**src/credit_pkg.sv**
```systemverilog
package credit_pkg;

  // ----------------------------------------
  // Sizes of the credit link
  // ----------------------------------------

  // Width of one data beat sent by the remote sender
  localparam int DATA_WIDTH = 8;

  // Number of buffer slots, which is also the number of credits in circulation
  localparam int RX_DEPTH = 8;

  // A count must reach RX_DEPTH inclusive, so one extra bit beyond the pointer
  localparam int CNT_WIDTH = $clog2(RX_DEPTH + 1);

  // Index into the receiver buffer
  localparam int PTR_WIDTH = $clog2(RX_DEPTH);

  // ----------------------------------------
  // Vector types
  // ----------------------------------------

  typedef logic [DATA_WIDTH-1:0] data_t;

  // Used both for the live credit count and for the withhold threshold
  typedef logic [CNT_WIDTH-1:0] credit_t;

  typedef logic [PTR_WIDTH-1:0] ptr_t;

  // Count loaded while arst_n is low
  // Starting with every slot free lets the receiver release all credits after reset
  localparam credit_t CREDIT_INIT = credit_t'(RX_DEPTH);

endpackage
```
**src/credit_rx_top.sv**
```systemverilog
module credit_rx_top (
  input  logic                clk,
  input  logic                arst_n,

  // Sender side of the link
  input  logic                push_credit_stall,
  output logic                push_credit,
  input  logic                push_valid,
  input  credit_pkg::data_t   push_data,

  // Local consumer
  input  logic                deq,
  output logic                deq_valid,
  output credit_pkg::data_t   deq_data,

  // Control and status
  input  credit_pkg::credit_t credit_withhold,
  output credit_pkg::credit_t credit_count
);

  import credit_pkg::*;

  // ----------------------------------------
  // Receiver to buffer wiring
  // ----------------------------------------

  // Credit returned by the buffer on every dequeue
  logic  pop_credit;

  // Beat handed from the receiver to the buffer
  logic  pop_valid;
  data_t pop_data;

  // Credit bookkeeping and push_credit generation
  credit_receiver u_receiver (
    .clk               (clk),
    .arst_n            (arst_n),
    .push_credit_stall (push_credit_stall),
    .push_credit       (push_credit),
    .push_valid        (push_valid),
    .push_data         (push_data),
    .pop_credit        (pop_credit),
    .pop_valid         (pop_valid),
    .pop_data          (pop_data),
    .credit_withhold   (credit_withhold),
    .credit_count      (credit_count)
  );

  // Dedicated buffer, one slot per credit
  rx_buffer u_buffer (
    .clk        (clk),
    .arst_n     (arst_n),
    .wr_valid   (pop_valid),
    .wr_data    (pop_data),
    .deq        (deq),
    .deq_valid  (deq_valid),
    .deq_data   (deq_data),
    .pop_credit (pop_credit)
  );

endmodule

```
**src/rx_buffer.sv**
```systemverilog
module rx_buffer (
  input  logic              clk,
  input  logic              arst_n,

  // Write side fed by the credit receiver
  input  logic              wr_valid,
  input  credit_pkg::data_t wr_data,

  // Consumer side
  input  logic              deq,
  output logic              deq_valid,
  output credit_pkg::data_t deq_data,

  // One pulse per retired entry, sent back as a credit
  output logic              pop_credit
);

  import credit_pkg::*;

  // ----------------------------------------
  // Storage and pointers
  // ----------------------------------------

  // Entry array whose contents are only meaningful between rd_ptr and wr_ptr
  data_t   mem [RX_DEPTH];

  // Next slot to write
  ptr_t    wr_ptr;

  // Oldest stored entry
  ptr_t    rd_ptr;

  // Number of stored entries, from 0 up to RX_DEPTH inclusive
  credit_t occ;

  // Dequeue that actually retires an entry
  logic    deq_accept;

  // Last valid index, used for wrap-around
  localparam ptr_t LAST_IDX = ptr_t'(RX_DEPTH - 1);

  // ----------------------------------------
  // Consumer outputs
  // ----------------------------------------

  // A write shows up here one cycle later, once occ has counted it
  assign deq_valid = occ != '0;

  // Head of the queue is read without a register
  assign deq_data = mem[rd_ptr];

  // A dequeue of an empty buffer is ignored and leaves the pointers alone
  assign deq_accept = deq && deq_valid;

  // The freed slot goes straight back as a credit in the same cycle
  assign pop_credit = deq_accept;

  // ----------------------------------------
  // Write path
  // ----------------------------------------

  // The sender never writes without a credit, so a free slot always exists
  always_ff @(posedge clk) begin
    if (wr_valid) begin
      mem[wr_ptr] <= wr_data;
    end
  end

  // ----------------------------------------
  // Pointer and occupancy update
  // ----------------------------------------

  always_ff @(posedge clk or negedge arst_n) begin
    if (!arst_n) begin
      wr_ptr <= '0;
      rd_ptr <= '0;
      occ    <= '0;
    end else begin
      if (wr_valid) begin
        wr_ptr <= (wr_ptr == LAST_IDX) ? '0 : wr_ptr + ptr_t'(1);
      end
      if (deq_accept) begin
        rd_ptr <= (rd_ptr == LAST_IDX) ? '0 : rd_ptr + ptr_t'(1);
      end
      // Write and dequeue in one cycle leave the count unchanged
      occ <= occ + credit_t'(wr_valid) - credit_t'(deq_accept);
    end
  end

endmodule

```
**src/credit_receiver.sv**
```systemverilog
module credit_receiver (
  input  logic                clk,
  input  logic                arst_n,

  // Push side towards the remote sender
  input  logic                push_credit_stall,
  output logic                push_credit,
  input  logic                push_valid,
  input  credit_pkg::data_t   push_data,

  // Pop side towards the receiver buffer
  input  logic                pop_credit,
  output logic                pop_valid,
  output credit_pkg::data_t   pop_data,

  // Credit control and status
  input  credit_pkg::credit_t credit_withhold,
  output credit_pkg::credit_t credit_count
);

  // ----------------------------------------
  // Credit counter
  // ----------------------------------------

  // Request to take one credit from the counter
  logic decr_valid;

  // Counter agrees that a credit may leave
  logic decr_ready;

  // A credit leaves in this cycle and shows up on push_credit in the next
  logic credit_release;

  // Credits returned by the buffer feed the counter as increments
  credit_counter u_counter (
    .clk        (clk),
    .arst_n     (arst_n),
    .incr_valid (pop_credit),
    .decr_valid (decr_valid),
    .decr_ready (decr_ready),
    .withhold   (credit_withhold),
    .value      (credit_count)
  );

  // Every cycle without a stall tries to hand out one credit
  assign decr_valid = !push_credit_stall;

  assign credit_release = decr_valid && decr_ready;

  // ----------------------------------------
  // Push credit retiming
  // ----------------------------------------

  // One pulse per released credit, one cycle after the counter grants it
  // The register breaks the path from the counter compare to the link
  always_ff @(posedge clk or negedge arst_n) begin
    if (!arst_n) begin
      push_credit <= 1'b0;
    end else begin
      push_credit <= credit_release;
    end
  end

  // ----------------------------------------
  // Datapath
  // ----------------------------------------

  // Beats arrive only under credit, so the buffer always has room
  // Push goes straight to pop in the same cycle with no storage
  assign pop_valid = push_valid;
  assign pop_data  = push_data;

endmodule

```
**src/credit_counter.sv**
```systemverilog
module credit_counter (
  input  logic              clk,
  input  logic              arst_n,
  input  logic              incr_valid,
  input  logic              decr_valid,
  output logic              decr_ready,
  input  credit_pkg::credit_t withhold,
  output credit_pkg::credit_t value
);

  import credit_pkg::*;

  // ----------------------------------------
  // Available credit
  // ----------------------------------------

  // Credit that can be handed out this cycle
  // A credit returned in this cycle counts as available straight away
  credit_t avail;

  // High when a decrement is both requested and granted
  logic    decr_taken;

  // Count after this cycle's increment and decrement
  credit_t value_next;

  // The returned credit is added before the withhold comparison
  // A count equal to the withhold can still release when a credit comes back
  // The sum stays well inside CNT_WIDTH bits since the count never passes RX_DEPTH
  assign avail = value + credit_t'(incr_valid);

  // Credits at or below the withhold level stay parked in the counter
  assign decr_ready = avail > withhold;

  assign decr_taken = decr_valid && decr_ready;

  // ----------------------------------------
  // Count update
  // ----------------------------------------

  // Increment and decrement are applied together
  // When both happen the count stays where it is
  assign value_next = avail - credit_t'(decr_taken);

  // Counter register
  // Reset loads the package initial value
  always_ff @(posedge clk or negedge arst_n) begin
    if (!arst_n) begin
      value <= CREDIT_INIT;
    end else begin
      value <= value_next;
    end
  end

  // There is no clamp at RX_DEPTH
  // The only source of increments is the buffer, which holds at most RX_DEPTH beats,
  // so total credit in circulation never grows past RX_DEPTH
  // Likewise there is no floor at zero, because decr_ready is low whenever avail is zero

endmodule

```
**config.mk**
```make
export PLATFORM = sky130hd
export DESIGN_NAME = credit_rx_top
export DESIGN_NICKNAME = d
export VERILOG_FILES = /design/src/credit_pkg.sv /design/src/credit_rx_top.sv /design/src/rx_buffer.sv /design/src/credit_receiver.sv /design/src/credit_counter.sv
export SDC_FILE = /design/constraint.sdc
export NUM_CORES = 1
export LEC_CHECK = 0
export ABC_CLOCK_PERIOD_IN_PS = 4300
export CAP_MARGIN = 40
export CORE_MARGIN = 3
export CORE_UTILIZATION = 30
export DETAILED_ROUTE_END_ITERATION = 10
export DONT_BUFFER_PORTS = 1
export PLACE_DENSITY = 0.43
export SLEW_MARGIN = 0
export SYNTH_ARGS = -nofsm -noshare
export SYNTH_HDL_FRONTEND = slang
export SYNTH_SLANG_ARGS = --single-unit
```
**constraint.sdc**
```tcl
create_clock -name clk -period 4.3 [get_ports clk]
set_input_delay 1.075 -clock clk [delete_from_list [all_inputs] [get_ports clk]]
set_output_delay 1.075 -clock clk [all_outputs]
set_load 0.05 [all_outputs]
```
==> results of run 1 <==
cells in the mapped netlist:
library cell  instances
nor3b_1               1
inv_1                16
buf_6                 1
mux4_2                8
a21o_1                1
nor2b_1               1
fa_1                  1
nand2_1               3
nand3_1               1
dfstp_2               1
mux2_4                8
nor3_1                2
clkbuf_1              1
a21oi_1               3
o211ai_1              1
or3b_2                1
buf_12                1
xnor2_1               2
nand2b_1              3
mux2_2                6
mux4_1                8
nor2_1                8
a41o_1                1
edfxtp_1             64
ha_1                 17
buf_2                 1
buf_1                 1
xor2_1                4
dfrtp_1              14
state kept, by name, summed over array words and instances (netlist names):
name and flops:
u_receiver.push_credit 1, u_buffer.occ 4, u_buffer.rd_ptr 3, u_buffer.wr_ptr 3, u_buffer.mem 64, u_receiver.u_counter.value 4
cell families after synthesis:
group | count (synthesis)
compound gates | 6
xor+xnor | 6
fa+ha+maj | 18
buf+inv | 21
flops | 79
mux | 30
simple gates | 20
layout make-up:
| type | count | area, µm² |
|---|---|---|
| Timing Repair Buffer | 9 | 67.6 |
| Fill cell | 1003 | 7060 |
| Tap cell | 140 | 175 |
| Clock buffer | 10 | 229 |
| Inverter | 16 | 60.1 |
| Clock inverter | 6 | 85.1 |
| Multi-Input combinational cell | 80 | 1010 |
| Sequential cell | 79 | 2300 |
routing by layer:
layer / track usage, % / up-vias / part of all wire (%)
li1: - / 722 / -
met3: 3.56 / 9 / 6.9
met2: 18.4 / 36 / 51
met5: 0 / - / 0
met1: 12.8 / 799 / 40
met4: 4.41 / 0 / 1.9
report_power, final:
| part | internal, mW | switching, mW |
|---|---|---|
| Sequential | 1.00 | 0.225 |
| Combinational | 0.464 | 0.612 |
| Clock | 0.506 | 0.282 |
worst max-delay path, stage by stage (launching register included):
cell	delay, ns
dfrtp_1	0.36
inv_1	0.07
ha_1	0.13
or3b_2	0.61
nand2_1	0.21
inv_1	0.09
ha_1	0.20
ha_1	0.19
xor2_1	0.29
ha_1	0.31
a41o_1	0.24
a21oi_1	0.19
ha_1	0.20
nor3b_1	0.24
xor2_1	0.17
worst max-delay path by stage:
stage	end	slack (ns)	cells after the start
floorplan	u_receiver.u_counter.value[3]	1.01	14
global placement	u_receiver.u_counter.value[3]	0.92	14
detailed placement	u_receiver.u_counter.value[3]	0.64	14
CTS	u_receiver.u_counter.value[3]	0.64	14
global route	u_receiver.u_counter.value[3]	0.39	14
finish	u_receiver.u_counter.value[3]	0.70	14
metrics by stage:
step | setup WS, ns | hold WS [ns]
floorplan | 1.01 | 0.521
finish | 0.701 | 0.437
CTS | 0.640 | 0.424
global placement | 0.916 | 0.533
detailed placement | 0.643 | 0.540
global route | 0.394 | 0.421
==> flow_summary.yaml, run 1 <==
status:
  status: "finished, final reports clean"
route:
  vias: 1566
  drt_iter0_drc: 97
  drc: 0
  vias_per_cell: 4.61
  totalWireLength_mm: 6.32
  dr.pass1.iters: 4
  wl_per_cell_um: 18.6
  ant_nets: 0
synth:
  synth_simple_gate_area_share_pct: 2.87
  syn_area_um2: 3400
  synth_top_family_by_area: "multiplexers"
  netlist-cell-type-count: 29
  synth.top_cell.area_share_pct: 56.5
  synth_xor_area_share_pct: 1.54
  syn_inst: 180
  yosysTopAreaCell: "edfxtp_1"
  seq_area_frac_synth_pct: 67.5
  syn_avg_cell_area_um2: 18.9
  synth.area.top_cells: "edfxtp_1 (56%), dfrtp_1 (10%), ha_1 (6.3%)"
  synth-compound-area-share_pct: 1.18
  ys.warnings.count: 0
  synth_fa_ha_area_share_pct: 6.84
  synth_seq_cells: 79
  muxShareOfSynthArea_pct: 17.0
  syn-num-nets: 215
timing:
  min_period_over_period_pct: 83.7
  timing.fmax_mhz: 278
  fin_skew_ns: 0.00515
  rsz0062_at_grt: "false"
  setup_viol: 0
  finalSetupTns_ns: 0
  max_slew.worst_pin.slew_ns: 0.835
  hold_viol: 0
  period_minus_slack_ns: 3.60
  timing.slew.headroom_pct: 44.3
  report.final.slew_viol_count: 0
cells_and_area:
  drive_gt1_share_pct: 25.0
  nNetsFinal: 230
  area_delta_synth_final_pct: 15.4
  fin_util_pct: 35.7
  final_common_cell: "edfxtp_1"
  final_cell_mix: "edfxtp_1 (64), ha_1 (17), inv_1 (16)"
  stdcell_area_um2: 3930
  finalNonFillerCells: 340
  n_antenna_cell: 0
floorplan:
  ios: 31
  core_um2: 11000
  num_rows: 38
  die_y_um: 113
  die_area_um2: 12700
  start_util_pct: 31.0
  die_x_um: 113
worst_setup_path:
  start_kind: "flip-flop"
  crit_fanout: 4
  rr_endpoint: "u_receiver.u_counter.value[3]"
  cp-end-kind: "flip-flop"
  cp.required_ns: 4.55
  reg2reg_slack_ns: 0.70
  worst_ep_arrival_time_ns: 3.85
  crit_type: "flip-flop to flip-flop"
  reg2reg_from: "u_buffer.occ[2]"
  worst_r2r_path_depth: 14
  crit_path_start: "u_buffer.occ[2]"
cts:
  clk_latency_ns: 0.33
  htreeDepth: 3
  cts_tree: "done"
  cts_resized: 0
  hold_buffers: 0
  cts_buffers: 9
  cts_setup_buffers: 0
  clk_pin_slew_ns: 0.06
  cts_sinks: 79
  root_buffer: "clkbuf_16"
  cts_buffer_depth: 2
placement:
  dpl.hpwl_mm: 4.49
  port_buffers: 0
  place_area_um2: 3610
  placedCellCount: 324
  gp_congestion: 0.680
run:
  maxCapViolations: 0
power:
  powerDensity_nw_per_um2: 787
  ir_worst_vdd_v: 0.000268
  p_leak_nw: 1.48
  p_total_mw: 3.09
grt:
  grt_pass1_vias: 1817
  grt_overflow: 0
  antenna_found_initial: 0
  grt_max_degree: 19
  grt_pass1_wl_mm: 10.0
  grtUsageTotal_pct: 10.9
min_path:
  worstHoldPathType: "input pin to asynchronous set/reset pin"
(Power assumes the default switching activity.)
==> run 2, diff against run 1 <==
- ABC_AREA: not set -> 1
- ABC_CLOCK_PERIOD_IN_PS: 4300 -> 3400
- clock period: 4.3 -> 3.4 ns (I/O delays scaled with it)
==> run 2 against run 1 <==
Net effect:
- worst setup slack got worse by 0.28 ns
- synthesized cell count grew 120%
- routed wire length rose by 31%
- utilization is 0.13 points higher
- clock-buffer cell count unchanged
- flip-flop and latch count stayed put
- register-to-register slack got worse by 0.17 ns
- clock power rose by 50%
- global-route usage grew 1.7 points
- hold slack got worse by 0.23 ns
- largest power group is now combinational logic
==> flow_summary.yaml, run 2 <==
cts:
  cts_tree: "done"
  cts_resized: 0
  htreeDepth: 3
  root_buffer: "clkbuf_16"
  cts_buffer_depth: 2
  hold_buffers: 0
  clk_pin_slew_ns: 0.06
  cts_sinks: 79
  cts_setup_buffers: 0
  cts_buffers: 9
  clk_latency_ns: 0.34
cells_and_area:
  fin_util_pct: 35.9
  final_common_cell: "nand2_1"
  largest_register_ff_count: 64
  nNetsFinal: 441
  area_delta_synth_final_pct: 15.2
  top_register: "u_buffer.mem"
  finalNonFillerCells: 579
  n_antenna_cell: 0
  drive_gt1_share_pct: 8.03
  final_cell_mix: "nand2_1 (128), inv_1 (87), edfxtp_1 (64)"
  top_regs: "u_buffer.mem: 64 flops, u_buffer.occ: 4 flops, u_receiver.u_counter.value: 4 flops"
synth:
  syn_area_um2: 3790
  async_reset_ff_share_pct: 19.0
  synth_xor_area_share_pct: 0.694
  syn_inst: 392
  netlist-cell-type-count: 22
  synth-compound-area-share_pct: 1.72
  seq_area_frac_synth_pct: 60.7
  syn-num-nets: 427
  syn_avg_cell_area_um2: 9.66
  yosysTopAreaCell: "edfxtp_1"
  synth_seq_cells: 79
  muxShareOfSynthArea_pct: 0
  synth-edff-count: 64
  ys.warnings.count: 0
  synth_fa_ha_area_share_pct: 6.14
  synth_top_family_by_area: "simple AND/OR/NAND/NOR gates"
  synth_simple_gate_area_share_pct: 19.1
  synth.area.top_cells: "edfxtp_1 (51%), nand2_1 (13%), dfrtp_1 (9.2%)"
  synth.most_common_cell: "nand2_1"
  synth_common_cells: "nand2_1 (128), inv_1 (87), edfxtp_1 (64), nand3_1 (35), ha_1 (17)"
  synth_top_flop_cell: "edfxtp_1"
  synth.top_cell.area_share_pct: 50.7
placement:
  placedCellCount: 563
  dpl.hpwl_mm: 5.04
  gp_congestion: 0.737
  port_buffers: 0
worst_setup_path:
  start_kind: "flip-flop"
  cp_num_buf_inv: 1
  cp.required_ns: 2.55
  crit_path_start: "u_buffer.rd_ptr[0]"
  crit_path_max_incr_delay_ns: 0.73
  rr_endpoint: "u_receiver.u_counter.value[2]"
  crit_fanout: 33
  path_cells: "inv_4 > nand2_1 > nand3_1 > nand2_1 > nand2_1 > nand2_1"
  cp_slowest_cell: "dfrtp_1"
  cp-end-kind: "output pin"
  cp_top_family: "simple AND/OR/NAND/NOR gates"
  cp.depth: 6
  endpoint: "deq_data[1]"
  reg2reg_from: "u_buffer.occ[2]"
  reg2reg_slack_ns: 0.53
  worst_r2r_path_depth: 16
  crit_type: "flip-flop to output pin"
  worst_ep_arrival_time_ns: 2.13
  cp_common_cell: "nand2_1"
power:
  p_leak_nw: 2.08
  ir_worst_vdd_v: 0.000433
  p_total_mw: 4.17
  powerDensity_nw_per_um2: 957
floorplan:
  num_rows: 40
  die_x_um: 118
  ios: 31
  die_area_um2: 14000
  start_util_pct: 31.2
  core_um2: 12200
  die_y_um: 118
timing:
  report.final.slew_viol_count: 0
  fin_skew_ns: 0.00584
  max_slew.worst_pin.slew_ns: 0.616
  period_minus_slack_ns: 2.98
  hold_viol: 0
  finalSetupTns_ns: 0
  timing.fmax_mhz: 335
  min_period_over_period_pct: 87.7
  setup_viol: 0
  timing.slew.headroom_pct: 59.0
  rsz0062_at_grt: "false"
  hold_ws_ns: 0.202
route:
  vias: 2428
  dr.pass1.iters: 4
  top_layer: "met4"
  drt_iter0_drc: 163
  ant_nets: 0
  drc: 0
  totalWireLength_mm: 8.27
  wl_per_cell_um: 14.3
  vias_per_cell: 4.19
  dr_wl_met3_um: 464
  wl_met2_mm: 3.83
  wirelength_met1_mm: 3.86
grt:
  grt_max_degree: 34
  grt_pass1_wl_mm: 13.2
  grt_overflow: 0
  grtUsageTotal_pct: 12.6
  antenna_found_initial: 0
  grt_pass1_vias: 2376
run:
  maxCapViolations: 0
min_path:
  worstHoldPathType: "input pin to asynchronous set/reset pin"
status:
  status: "finished, final reports clean"
[run 2: how the worst min path moves through the flow]
stage / slack, ns / to / start
after floorplan: 0.55 / u_buffer.occ[0] / arst_n
after global placement: 0.56 / u_buffer.occ[3] / arst_n
after detailed placement: 0.56 / u_buffer.occ[3] / arst_n
after CTS: 0.18 / u_buffer.occ[3] / arst_n
after global routing: 0.18 / u_buffer.occ[3] / arst_n
final: 0.20 / u_buffer.occ[3] / arst_n
[run 2: layout make-up]
class                   instances  area, µm²
inverters                      90        340
flip-flops and latches         79       2300
repair buffers                 14        105
multi-input cells             212       1050
clock buffers                  10        229
well taps                     168        210
clock inverters                 6        133
fillers                      1252       7800
[run 2: kinds of logic after synthesis]
family | Yosys count
AO/OA/AOI/OAI | 12
XOR/XNOR | 3
adder cells (fa/ha/maj) | 18
buffers and inverters | 101
flip-flops | 79
AND/OR/NAND/NOR | 179
[run 2: metrics by stage]
step | setup WS, ns | instance area (µm²)
2_1_floorplan | 0.343 | 3790
3_3_place_gp | 0.421 | 4000
3_5_place_dp | 0.324 | 4000
4_1_cts | 0.389 | 4360
5_1_grt | 0.251 | 4360
6_report | 0.419 | 4360
[run 2: routing by layer]
layer  vias up  global-route usage [%]
met1      1129                    16.0
met5         -                       0
met3         9                    4.55
li1       1243                       -
met4         0                    4.49
met2        47                    19.6
[run 2: where the power goes]
| part | switching [mW] | internal (mW) |
|---|---|---|
| sequential | 0.175 | 1.24 |
| clock | 0.386 | 0.790 |
| combinational | 1.16 | 0.426 |
| total | 1.72 | 2.46 |
